### src/source/cpu_consts.svh
`ifndef CPU_CONSTS_SVH
`define CPU_CONSTS_SVH

`define DATA_WIDTH      8
`define ADDR_WIDTH      8
`define REG_COUNT       16
`define REG_INDEX_WIDTH 4
`define RESET_PC        8'h00

`define OP_LDI 8'h80  // LD reg, #value
`define OP_LDD 8'h81  // LD reg, [addr]
`define OP_STD 8'h82  // ST reg, [addr]
`define OP_ADD 8'h90
`define OP_SUB 8'h91
`define OP_AND 8'h92
`define OP_OR  8'h93
`define OP_XOR 8'h94
`define OP_INC 8'hA0
`define OP_DEC 8'hA1
`define OP_BRA 8'h20
`define OP_BCC 8'h21
`define OP_BCS 8'h22
`define OP_BNE 8'h23
`define OP_BEQ 8'h24
`define OP_BPL 8'h25
`define OP_BMI 8'h26
`define OP_BVC 8'h27
`define OP_BVS 8'h28

`endif

### src/source/cpuPkg.sv
`default_nettype none
`include "cpu_consts.svh"

package cpuPkg;
    typedef logic [`DATA_WIDTH-1:0]      dataT;
    typedef logic [`ADDR_WIDTH-1:0]      addrT;
    typedef logic [`REG_INDEX_WIDTH-1:0] regIdxT;

    typedef enum logic [3:0] {
        aluAdd,
        aluSub,
        aluAnd,
        aluOr,
        aluXor,
        aluInc,
        aluDec
    } aluOpT;

    typedef enum logic {
        srcMem,
        srcAlu
    } writeSrcT;

    typedef struct packed {
        logic n;
        logic z;
        logic v;
        logic c;  // Bit 0
    } flagsT;

    typedef struct packed {
        logic     pcInc;
        logic     pcLoad;
        logic     marLoad;
        logic     addrSel;      // Bus address from MAR instead of PC
        logic     regWrite;
        regIdxT   regWriteIdx;
        regIdxT   regReadIdxA;  // Also selects store data
        regIdxT   regReadIdxB;
        writeSrcT writeSrc;
        aluOpT    aluOp;
        logic     flagsLoad;
        logic     branchAdd;    // Relative PC load
    } ctrlT;

    typedef struct packed {
        logic cyc;
        logic stb;
        logic we;
        addrT adr;
        dataT datOut;
    } wbReqT;

    typedef struct packed {
        logic ack;
        dataT datIn;
    } wbRspT;

    typedef struct packed {
        logic start;
        logic we;
    } busCmdT;
endpackage

`default_nettype wire

### src/source/addressUnit.sv
`default_nettype none
`include "cpu_consts.svh"

module addressUnit
    import cpuPkg::*;
(
    input  logic clk,
    input  logic reset,
    input  ctrlT ctrl,
    input  dataT memData,
    output addrT busAddr
);
    addrT pc;
    addrT mar;

    // Offset add wraps modulo 256, so two's complement needs no extension
    always_ff @(posedge clk or negedge reset) begin
        if (!reset) begin
            pc <= `RESET_PC;
        end else if (ctrl.pcLoad) begin
            pc <= ctrl.branchAdd ? pc + addrT'(memData) : addrT'(memData);
        end else if (ctrl.pcInc) begin
            pc <= pc + addrT'(1);
        end
    end

    always_ff @(posedge clk) begin
        if (ctrl.marLoad) begin
            mar <= addrT'(memData);
        end
    end

    assign busAddr = ctrl.addrSel ? mar : pc;
endmodule

`default_nettype wire

### src/source/alu.sv
`default_nettype none
`include "cpu_consts.svh"

module alu
    import cpuPkg::*;
(
    input  logic  clk,
    input  logic  reset,
    input  ctrlT  ctrl,
    input  dataT  readA,
    input  dataT  readB,
    output dataT  aluResult,
    output flagsT flags
);
    localparam int Msb = `DATA_WIDTH - 1;

    dataT                 opB;
    logic [`DATA_WIDTH:0] wide;  // Extra bit holds carry or borrow
    logic                 isSub;
    logic                 carry;
    logic                 overflow;

    always_comb begin
        isSub    = ctrl.aluOp inside {aluSub, aluDec};
        opB      = (ctrl.aluOp inside {aluInc, aluDec}) ? dataT'(1) : readB;
        wide     = isSub ? {1'b0, readA} - {1'b0, opB} : {1'b0, readA} + {1'b0, opB};
        carry    = 1'b0;
        overflow = 1'b0;
        case (ctrl.aluOp)
            aluAnd: aluResult = readA & readB;
            aluOr:  aluResult = readA | readB;
            aluXor: aluResult = readA ^ readB;
            default: begin
                aluResult = wide[Msb:0];
                carry     = wide[`DATA_WIDTH];
                if (isSub) begin
                    overflow = (readA[Msb] != opB[Msb]) && (aluResult[Msb] != readA[Msb]);
                end else begin
                    overflow = (readA[Msb] == opB[Msb]) && (aluResult[Msb] != readA[Msb]);
                end
            end
        endcase
    end

    always_ff @(posedge clk or negedge reset) begin
        if (!reset) begin
            flags <= '0;
        end else if (ctrl.flagsLoad) begin
            flags <= '{n: aluResult[Msb], z: (aluResult == '0), v: overflow, c: carry};
        end
    end
endmodule

`default_nettype wire

### src/source/controlFsm.sv
`default_nettype none
`include "cpu_consts.svh"

module controlFsm
    import cpuPkg::*;
(
    input  logic   clk,
    input  logic   reset,
    input  dataT   memData,
    input  flagsT  flags,
    input  logic   done,
    output busCmdT busCmd,
    output ctrlT   ctrl
);
    typedef enum logic [3:0] {
        sFetch,
        sFetchWait,
        sOpReq,
        sOpWait,
        sArgReq,
        sArgWait,
        sDataReq,
        sDataWait,
        sOffsetReq,
        sOffsetWait
    } stateT;

    localparam logic [3:0] ClassBranch = 4'(`OP_BRA >> 4);
    localparam logic [3:0] ClassTwoReg = 4'(`OP_ADD >> 4);
    localparam logic [3:0] ClassOneReg = 4'(`OP_INC >> 4);

    stateT  state;
    stateT  next;
    dataT   ir;
    regIdxT opReg;  // Register named by the first operand byte

    function automatic logic isKnown(dataT op);
        case (op)
            `OP_LDI, `OP_LDD, `OP_STD,
            `OP_ADD, `OP_SUB, `OP_AND, `OP_OR, `OP_XOR,
            `OP_INC, `OP_DEC,
            `OP_BRA, `OP_BCC, `OP_BCS, `OP_BNE, `OP_BEQ,
            `OP_BPL, `OP_BMI, `OP_BVC, `OP_BVS: return 1'b1;
            default: return 1'b0;  // One-byte no-op
        endcase
    endfunction

    function automatic aluOpT aluOpFor(dataT op);
        case (op)
            `OP_SUB: return aluSub;
            `OP_AND: return aluAnd;
            `OP_OR:  return aluOr;
            `OP_XOR: return aluXor;
            `OP_INC: return aluInc;
            `OP_DEC: return aluDec;
            default: return aluAdd;
        endcase
    endfunction

    function automatic logic branchTaken(dataT op, flagsT f);
        case (op)
            `OP_BRA: return 1'b1;
            `OP_BCC: return !f.c;
            `OP_BCS: return f.c;
            `OP_BNE: return !f.z;
            `OP_BEQ: return f.z;
            `OP_BPL: return !f.n;
            `OP_BMI: return f.n;
            `OP_BVC: return !f.v;
            `OP_BVS: return f.v;
            default: return 1'b0;
        endcase
    endfunction

    always_ff @(posedge clk or negedge reset) begin
        if (!reset) begin
            state <= sFetch;
            ir    <= '0;
        end else begin
            state <= next;
            if (state == sFetchWait && done) begin
                ir <= memData;
            end
        end
    end

    always_ff @(posedge clk) begin
        if (state == sOpWait && done) begin
            opReg <= memData[`REG_INDEX_WIDTH-1:0];
        end
    end

    // PC advances on the edge that starts each instruction byte read
    always_comb begin
        next   = state;
        busCmd = '0;
        ctrl   = '0;
        case (state)
            sFetch: begin
                busCmd.start = 1'b1;
                ctrl.pcInc   = 1'b1;
                next         = sFetchWait;
            end
            sFetchWait: begin
                if (done) begin
                    if (!isKnown(memData)) begin
                        next = sFetch;
                    end else if (memData[7:4] == ClassBranch) begin
                        next = sOffsetReq;
                    end else begin
                        next = sOpReq;
                    end
                end
            end
            sOpReq: begin
                busCmd.start = 1'b1;
                ctrl.pcInc   = 1'b1;
                next         = sOpWait;
            end
            sOpWait: begin
                if (done) begin
                    if (ir[7:4] == ClassOneReg) begin  // INC or DEC completes here
                        ctrl.regReadIdxA = memData[`REG_INDEX_WIDTH-1:0];
                        ctrl.regWriteIdx = memData[`REG_INDEX_WIDTH-1:0];
                        ctrl.regWrite    = 1'b1;
                        ctrl.writeSrc    = srcAlu;
                        ctrl.aluOp       = aluOpFor(ir);
                        ctrl.flagsLoad   = 1'b1;
                        next             = sFetch;
                    end else begin
                        next = sArgReq;
                    end
                end
            end
            sArgReq: begin
                busCmd.start = 1'b1;
                ctrl.pcInc   = 1'b1;
                next         = sArgWait;
            end
            sArgWait: begin
                if (done) begin
                    if (ir[7:4] == ClassTwoReg) begin
                        ctrl.regReadIdxA = opReg;
                        ctrl.regReadIdxB = memData[`REG_INDEX_WIDTH-1:0];
                        ctrl.regWriteIdx = opReg;
                        ctrl.regWrite    = 1'b1;
                        ctrl.writeSrc    = srcAlu;
                        ctrl.aluOp       = aluOpFor(ir);
                        ctrl.flagsLoad   = 1'b1;
                        next             = sFetch;
                    end else if (ir == `OP_LDI) begin
                        ctrl.regWriteIdx = opReg;
                        ctrl.regWrite    = 1'b1;
                        next             = sFetch;
                    end else begin
                        ctrl.marLoad = 1'b1;  // Direct address byte
                        next         = sDataReq;
                    end
                end
            end
            sDataReq: begin
                ctrl.addrSel     = 1'b1;
                ctrl.regReadIdxA = opReg;  // Store data
                busCmd.start     = 1'b1;
                busCmd.we        = (ir == `OP_STD);
                next             = sDataWait;
            end
            sDataWait: begin
                if (done) begin
                    if (ir == `OP_LDD) begin
                        ctrl.regWriteIdx = opReg;
                        ctrl.regWrite    = 1'b1;
                    end
                    next = sFetch;
                end
            end
            sOffsetReq: begin
                busCmd.start = 1'b1;
                ctrl.pcInc   = 1'b1;
                next         = sOffsetWait;
            end
            sOffsetWait: begin
                if (done) begin
                    if (branchTaken(ir, flags)) begin
                        ctrl.pcLoad    = 1'b1;
                        ctrl.branchAdd = 1'b1;
                    end
                    next = sFetch;
                end
            end
            default: next = sFetch;
        endcase
    end

    pcUpdateExclusive: assert property (@(posedge clk) disable iff (!reset)
        !(ctrl.pcInc && ctrl.pcLoad));
endmodule

`default_nettype wire

### src/source/cpuTop.sv
`default_nettype none

module cpuTop
    import cpuPkg::*;
(
    input  logic  clk,
    input  logic  reset,
    output wbReqT wbOut,
    input  wbRspT wbIn
);
    ctrlT   ctrl;
    busCmdT busCmd;
    flagsT  flags;
    addrT   busAddr;
    dataT   memData;
    dataT   readA;
    dataT   readB;
    dataT   aluResult;
    logic   done;

    controlFsm u_controlFsm (
        .clk(clk), .reset(reset), .memData(memData), .flags(flags),
        .done(done), .busCmd(busCmd), .ctrl(ctrl)
    );

    addressUnit u_addressUnit (
        .clk(clk), .reset(reset), .ctrl(ctrl), .memData(memData), .busAddr(busAddr)
    );

    regFile u_regFile (
        .clk(clk), .reset(reset), .ctrl(ctrl), .memData(memData),
        .aluResult(aluResult), .readA(readA), .readB(readB)
    );

    alu u_alu (
        .clk(clk), .reset(reset), .ctrl(ctrl), .readA(readA), .readB(readB),
        .aluResult(aluResult), .flags(flags)
    );

    wbMaster u_wbMaster (
        .clk(clk), .reset(reset), .busCmd(busCmd), .busAddr(busAddr),
        .storeData(readA),  // Register A read port doubles as store data
        .wbOut(wbOut), .wbIn(wbIn), .memData(memData), .done(done)
    );
endmodule

`default_nettype wire

### src/source/regFile.sv
`default_nettype none
`include "cpu_consts.svh"

module regFile
    import cpuPkg::*;
(
    input  logic clk,
    input  logic reset,
    input  ctrlT ctrl,
    input  dataT memData,
    input  dataT aluResult,
    output dataT readA,
    output dataT readB
);
    dataT regs [`REG_COUNT];

    always_ff @(posedge clk or negedge reset) begin
        if (!reset) begin
            for (int i = 0; i < `REG_COUNT; i++) begin
                regs[i] <= '0;
            end
        end else if (ctrl.regWrite) begin
            regs[ctrl.regWriteIdx] <= (ctrl.writeSrc == srcAlu) ? aluResult : memData;
        end
    end

    assign readA = regs[ctrl.regReadIdxA];
    assign readB = regs[ctrl.regReadIdxB];
endmodule

`default_nettype wire

### src/source/wbMaster.sv
`default_nettype none

module wbMaster
    import cpuPkg::*;
(
    input  logic   clk,
    input  logic   reset,
    input  busCmdT busCmd,
    input  addrT   busAddr,
    input  dataT   storeData,
    output wbReqT  wbOut,
    input  wbRspT  wbIn,
    output dataT   memData,
    output logic   done
);
    logic cyc;
    logic stb;
    logic we;
    addrT adr;
    dataT datOut;

    always_ff @(posedge clk or negedge reset) begin
        if (!reset) begin
            cyc  <= 1'b0;
            stb  <= 1'b0;
            we   <= 1'b0;
            done <= 1'b0;
        end else begin
            done <= 1'b0;
            if (busCmd.start) begin
                cyc <= 1'b1;
                stb <= 1'b1;
                we  <= busCmd.we;
            end else if (stb && wbIn.ack) begin  // Cycle ends on ack
                cyc  <= 1'b0;
                stb  <= 1'b0;
                we   <= 1'b0;
                done <= 1'b1;
            end
        end
    end

    always_ff @(posedge clk) begin
        if (busCmd.start) begin
            adr    <= busAddr;
            datOut <= storeData;
        end
        if (stb && wbIn.ack && !we) begin
            memData <= wbIn.datIn;
        end
    end

    assign wbOut = '{cyc: cyc, stb: stb, we: we, adr: adr, datOut: datOut};

    noStartWhileBusy: assert property (@(posedge clk) disable iff (!reset)
        busCmd.start |-> !cyc);

    stbInsideCyc: assert property (@(posedge clk) disable iff (!reset)
        wbOut.stb |-> wbOut.cyc);

    // Request must hold until the slave acknowledges
    requestStable: assert property (@(posedge clk) disable iff (!reset)
        wbOut.stb && !wbIn.ack |=>
            $stable(wbOut.adr) && $stable(wbOut.we) && $stable(wbOut.datOut));
endmodule

`default_nettype wire

### config.mk
export PLATFORM = sky130hd
export DESIGN_NAME = cpuTop
export DESIGN_NICKNAME = d
export VERILOG_FILES = /design/src/source/cpuPkg.sv /design/src/source/addressUnit.sv /design/src/source/alu.sv /design/src/source/controlFsm.sv /design/src/source/cpuTop.sv /design/src/source/regFile.sv /design/src/source/wbMaster.sv
export VERILOG_INCLUDE_DIRS = /design/src /design/src/source
export SDC_FILE = /design/constraint.sdc
export NUM_CORES = 1
export LEC_CHECK = 0
export BUFFER_PORTS_ARGS = -buffer_cell sky130_fd_sc_hd__buf_2
export CORE_ASPECT_RATIO = 1.5
export CORE_MARGIN = 2
export CORE_UTILIZATION = 48
export CTS_CLUSTER_DIAMETER = 40
export DETAILED_ROUTE_END_ITERATION = 10
export PLACE_DENSITY_LB_ADDON = 0.3
export RECOVER_POWER = 100
export SYNTH_ARGS = -nofsm -noshare
export SYNTH_HDL_FRONTEND = slang
export SYNTH_SLANG_ARGS = --single-unit
### constraint.sdc
create_clock -name clk -period 5.7 [get_ports clk]
set_clock_uncertainty 0.15 [all_clocks]
set_input_delay 0.855 -clock clk [delete_from_list [all_inputs] [get_ports clk]]
set_output_delay 0.855 -clock clk [all_outputs]
set_load 0.03 [all_outputs]
==> results of run 1 <==
==> final cells by class <==
| type | instances | share of cell area (%) |
|---|---|---|
| Sequential cell | 191 | 38.44 |
| Multi-Input combinational cell | 839 | 47.90 |
| Clock inverter | 9 | 0.6109 |
| Clock buffer | 23 | 3.869 |
| Inverter | 37 | 1.076 |
| Tap cell | 319 | 3.093 |
| Timing Repair Buffer | 92 | 5.014 |
==> logic make-up after synthesis <==
family	after synthesis	synth area share, %
and+or+nand+nor	365	15.49
AOI/OAI and AO/OA	236	14.12
adders and majority gates	35	3.883
buffers and inverters	115	4.283
DFF	191	42.76
muxes	186	18.18
xor gates and xnor gates	17	1.284
==> state kept, by name (all words and copies together) (netlist names) <==
name	flops
u_wbMaster.adr	8
u_controlFsm.opReg	4
u_alu.flags	4
u_wbMaster.memData	8
u_controlFsm.state	4
u_controlFsm.ir	8
u_addressUnit.mar	8
u_wbMaster.done	1
u_wbMaster.datOut	8
u_regFile.regs	128
u_addressUnit.pc	8
u_wbMaster.we	1
u_wbMaster.cyc	1
==> synth_stat cells (5+ instances only) <==
cell type  instances
a21o_1             9
a21oi_1           53
a221o_1            5
a221oi_1          10
a22o_1             5
a22oi_1           12
a311oi_1          21
a31oi_1           11
and2_1             8
and3_1            15
buf_1              5
buf_2             34
clkbuf_1          34
dfrtp_1          155
edfxtp_1          36
ha_1              32
inv_1             35
mux2_2           157
mux2i_1           25
nand2_1          180
nand2b_1          11
nand3_1           45
nand4_1            6
nor2_1            38
nor2_2             6
nor2b_1            6
nor3_1             9
o211ai_1           5
o21ai_0           38
o21ai_1            6
o22ai_1           11
or4_1              5
xnor2_1            9
xor2_1             8
==> worst max-delay path by stage <==
| stage | from | to | slack (ns) |
|---|---|---|---|
| finish | u_controlFsm.ir[5] | u_regFile.regs[47] | 0.31 |
| global route | u_controlFsm.ir[5] | u_regFile.regs[35] | 0.003 |
| detailed placement | u_controlFsm.state[0] | u_regFile.regs[39] | -0.13 |
| CTS | u_controlFsm.state[0] | u_regFile.regs[5] | 0.12 |
| global placement | u_controlFsm.state[0] | u_regFile.regs[103] | 0.02 |
| floorplan | u_controlFsm.state[3] | u_regFile.regs[103] | 0.82 |
==> power by group through the flow <==
stage | sequential, uW | clock [uW] | combinational, uW
after floorplan | 1580 | 0 | 543
after global placement | 1580 | 0 | 767
after detailed placement | 1590 | 0 | 778
after CTS | 1560 | 1210 | 784
after global routing | 1570 | 1250 | 855
final | 1560 | 1190 | 782
==> metal layers <==
metal	global-route usage [%]	vias up
met3	4.487	159
met4	16.59	0
met1	31.92	4726
met5	0	-
met2	47.40	399
li1	-	4259
==> repair_timing <==
item,CTS,global route
setup endpoints to repair,32,80
buffers inserted,0,1
pin swaps,0,0
gates resized for setup,2,5
endpoints found under the hold margin,0,0
==> through the flow <==
| step | instances | instance area (sq um) | hold WS [ns] | TNS (ns) | power, uW |
|---|---|---|---|---|---|
| 3_5_place_dp | 1477 | 12370 | 0.3106 | -2.336 | 2366 |
| 2_1_floorplan | 1145 | 11600 | 0.2878 | 0 | 2119 |
| 4_1_cts | 1509 | 12960 | 0.1839 | 0 | 3552 |
| 5_1_grt | 1510 | 12900 | 0.3353 | 0 | 3681 |
| 3_3_place_gp | 1477 | 12370 | 0.3051 | 0 | 2349 |
| 6_report | 1510 | 12900 | 0.3170 | 0 | 3534 |
==> results_dict.tcl, run 1 <==
set metrics [dict create \
    vias_per_cell 6.320 \
    port-buffer-count 29 \
    timing.critical_path.buf_inv 3 \
    period_share_pct 94.60 \
    timing.final.ws_setup_ns 0.3077 \
    r2r-start "u_controlFsm.ir[5]" \
    seq_area_frac_synth_pct 42.76 \
    cp_num_cells 19 \
    fmax_mhz 185.4 \
    met3WireLength_um 1885 \
    vias 9543 \
    cp_cell_sequence "nor4bb_1 > buf_4 > a31o_2 > a22o_1 > buf_4 > nand2_1 > a311oi_1 > a311oi_1 > a21oi_1 > ha_1 > a21o_1 > a21o_1 > a31oi_1 > o21ai_0 > xnor2_1 > o21ai_0 > a21boi_4 > clkbuf_4 > mux2_2" \
    avgRoutedWirePerCell_um 22.88 \
    reg2reg_depth 19 \
    synth_top_area_share_pct 33.44 \
    nFillCells 2070 \
    clk_latency_ns 0.45 \
    yosys_warnings 0 \
    first_pass_iters 5 \
    worstHoldPathType "flop to flop" \
    p_seq_share_pct 44.3 \
    outcome "finished with violations" \
    worst_path_largest_cell_delay_ns 0.46 \
    start_util_pct 48.85 \
    routabilityCongestion 0.9056 \
    antenna_found_initial 0 \
    synth_area_leaders "dfrtp_1, mux2_2, edfxtp_1" \
    io_pins 30 \
    synth_cells 1145 \
    die_height_um 194.4 \
    path_clk_slew_ns 0.07 \
    p_per_area_nw_per_um2 273.9 \
    violations "capacitance limit, slew limit" \
    grt_first_pass_wirelength_um 53160 \
    crit_family "compound AO/OA/AOI/OAI gates" \
    drive_above_1_share_pct 24.27 \
    htree_levels 4 \
    ctsHoldBuffers 0 \
    cts_tree "yes" \
    crit_path_start_kind "flop" \
    async_flop_share_pct 81.15 \
    final-seq-area_sq_um 4960 \
    grt_overflow_total 0 \
    drc 0 \
    met2_length_um 17550 \
    cp.arrival_ns 5.58 \
    combPwrFrac_pct 22.1 \
    p_sw_share_pct 30.93 \
    holdPathEnd "u_addressUnit.pc[7]" \
    syn_area_per_cell_sq_um 10.13 \
    synth_edf_count 36 \
    power.switching_uw 1093 \
    clkPwrFrac_pct 33.6 \
    crit_type "flop to flop" \
    ys.flop_type "dfrtp_1" \
    coreArea_sq_um 23740 \
    drtAntennaViolNets 0 \
    routed_wl_um 34550 \
    syn_to_final_growth_pct 11.24 \
    root_buffer "clkbuf_16" \
    row_count 69 \
    track_usage_pct 27.67 \
    clk_path_buf_depth 2 \
    worst_slew_pin_slew_ns 2.413 \
    cts_made_buffers 17 \
    antenna_cells 0 \
    worst_path_max_delay_cell "a21oi_1" \
    max_cap_violations 2 \
    yosys.area.top_type "dfrtp_1" \
    endpoint_kind "flop" \
    preCtsSetupSlack_ns -0.1332 \
    clock-sinks 191 \
    syn-num-nets 1190 \
    routed.top_layer "met4" \
    multi_input_area_sq_um 6180 \
    hold_viol_final 0 \
    leakage_uw 0.005545 \
    die_w_um 130.9 \
    peakVddDrop_uv 213.3 \
    maxSlewHeadroom_pct -60.89 \
    wl_met1_um 12870 \
    final_cell_mix "nand2_1, mux2_2, dfrtp_1" \
    cp_data_required_time_ns 5.88 \
    r2r_slack_ns 0.31 \
    reg2reg_to "u_regFile.regs[47]" \
    layout_commonest_cell "nand2_1" \
    drt_iter0_drc 958 \
    whs_path_depth 1 \
    place_hpwl_um 24180 \
    final_core_util_pct 54.35 \
    worstPathMaxFanout 16 \
    synth_area_sq_um 11600 \
    final_nets 1223 \
    dieArea_sq_um 25450 \
    ys_ff_latch 191 \
    worstHoldStart "u_addressUnit.pc[7]" \
    fin_crit_ns 5.392 \
    internal_power_uw 2441 \
    grt_max_degree 65 \
    yosysUniqueCellTypes 85 \
    grt_pass1_vias 9361 \
    rsz0062_at_grt "no" \
    finalMaxSlewViolations 110 \
    setup_violations 0 \
]
Note: power is estimated with default switching activity, not from simulation.
==> run 2: changes to the inputs <==
==> constraint.sdc (replaced) <==
create_clock -name clk -period 5.29 [get_ports clk]
set_clock_uncertainty 0.15 [all_clocks]
set_input_delay 0.7935 -clock clk [delete_from_list [all_inputs] [get_ports clk]]
set_output_delay 0.7935 -clock clk [all_outputs]
set_load 0.03 [all_outputs]
==> run 2 against run 1 <==
The flow still finishes with violations (capacitance limit, slew limit). Register-to-register slack worse by 0.03 ns. Fmax up 7.6%. Combinational power up 20%. First-iteration DRC count up 9.3%. Clock-buffer cell count up 2. Critical endpoint is now u_regFile.regs[38].
==> results_dict.tcl, run 2 (synthesis gave the netlist of run 1 again) <==
set metrics [dict create \
    worstHoldStart "u_addressUnit.pc[7]" \
    setup_violations 0 \
    placed_area_sq_um 12730 \
    row_count 69 \
    multi_input_area_sq_um 6212 \
    root_buffer "clkbuf_16" \
    fin_crit_ns 5.012 \
    htree_levels 4 \
    cts_tree "yes" \
    cp.arrival_ns 5.19 \
    routabilityCongestion 0.9462 \
    final_cell_mix "nand2_1, mux2_2, dfrtp_1" \
    grt_pass1_vias 9560 \
    antenna_cells 0 \
    tns_ns 0 \
    die_height_um 194.4 \
    fmax_mhz 199.5 \
    drt_iter0_drc 1047 \
    cts_made_buffers 17 \
    place_hpwl_um 24990 \
    drc 0 \
    grt_max_degree 80 \
    worst_slew_pin_slew_ns 3.893 \
    drtAntennaViolNets 0 \
    coreArea_sq_um 23740 \
    clk_latency_ns 0.45 \
    top_register "u_regFile.regs" \
    nFillCells 2045 \
    layout_commonest_cell "nand2_1" \
    final-seq-area_sq_um 4960 \
    first_pass_iters 6 \
    start_util_pct 48.85 \
    p_per_area_nw_per_um2 295.6 \
    leakage_uw 0.005811 \
    clock-sinks 191 \
    die_w_um 130.9 \
    worstHoldPathType "flop to flop" \
    syn_to_final_growth_pct 14.97 \
    max_cap_violations 1 \
    vias_per_cell 6.239 \
    endpoint_kind "flop" \
    ctsHoldBuffers 0 \
    drive_above_1_share_pct 27.35 \
    dieArea_sq_um 25450 \
    vias 9745 \
    period_share_pct 94.75 \
    finalMaxSlewViolations 80 \
    grt_overflow_total 0 \
    path_clk_slew_ns 0.07 \
    io_pins 30 \
    crit_path_start_kind "flop" \
    worstPathMaxFanout 16 \
    routed_wl_um 34690 \
    track_usage_pct 27.99 \
    fin_area_sq_um 13340 \
    final_core_util_pct 56.17 \
    crit_start "u_controlFsm.state[2]" \
    port-buffer-count 29 \
    maxSlewHeadroom_pct -159.5 \
    antenna_found_initial 0 \
    avgRoutedWirePerCell_um 22.21 \
    grt_first_pass_wirelength_um 54030 \
    violations "capacitance limit, slew limit" \
    clk_path_buf_depth 2 \
    hold_viol_final 0 \
    rsz0062_at_grt "no" \
    r2r-start "u_controlFsm.state[2]" \
    peakVddDrop_uv 195.2 \
    crit_type "flop to flop" \
    final_nets 1275 \
    largest_register_ffs 128 \
    cp_data_required_time_ns 5.47 \
    outcome "finished with violations" \
]
run 2: layout make-up:
type | count | share of cell area, %
clock buffers | 25 | 3.800
well taps | 319 | 2.993
inverters | 37 | 1.041
flip-flops and latches | 191 | 37.19
repair buffers | 144 | 7.647
multi-input cells | 839 | 46.58
clock inverters | 7 | 0.7412
run 2: worst max-delay path: stages, from the launching register on:
cell and delay [ns]:
dfrtp_1 0.42, buf_4 0.17, nand2b_1 0.21, nor3_4 0.31
a22o_2 0.27, buf_4 0.16, buf_12 0.14, nand2_1 0.05
and3_1 0.18, a311oi_1 0.27, a311oi_1 0.11, a21oi_1 0.23
buf_4 0.16, ha_1 0.23, clkbuf_1 0.12, a21o_1 0.18
a21o_1 0.21, a21o_1 0.19, a21oi_1 0.23, xnor2_1 0.12
a21oi_2 0.19, o21ai_1 0.09, buf_4 0.21, mux2_2 0.28
run 2: repair_timing:
action / CTS / global route
pin swaps: 0 / 1
resized for setup: 1 / 9
hold endpoints to repair: 0 / 0
endpoints found under the setup margin: 16 / 94
buffers inserted: 0 / 2
cloned: 0 / 0
run 2: per-stage QoR:
step                      std cells  setup WS, ns  total power, uW  hold slack, ns
after floorplan                1145        0.4072             2283          0.2878
after detailed placement       1528       -0.2818             2618          0.3399
after global routing           1562      0.008746             4104          0.3597
after global placement         1528       -0.2394             2603          0.3033
after CTS                      1560       0.05926             3950          0.2782
final                          1562        0.2777             3942          0.3553
run 2: where the power goes:
part           leakage [uW]  internal, uW  total [uW]  switching (uW)
registers           0.00247          1590        1670            79.0
logic               0.00305           392         942             551
clock network      0.000294           767        1330             567
run 2: final timing paths:
check | to | slack [ns] | depth (start not counted)
min | u_addressUnit.pc[7] | 0.36 | 1
max reg2reg | u_regFile.regs[38] | 0.28 | 23
min in group asynchronous | u_wbMaster.cyc | 1.71 | 1
max in group asynchronous | u_regFile.regs[69] | 0.76 | 2
min reg2reg | u_addressUnit.pc[7] | 0.36 | 1
max | u_regFile.regs[38] | 0.28 | 23
run 2: per-layer routing:
layer / global-route usage [%] / vias to the layer above / share of wire (%)
li1: - / 4364 / -
met1: 32.70 / 4821 / 37
met2: 48.26 / 438 / 51
met3: 4.459 / 122 / 5.8
met4: 15.37 / 0 / 5.9
met5: 0 / - / 0
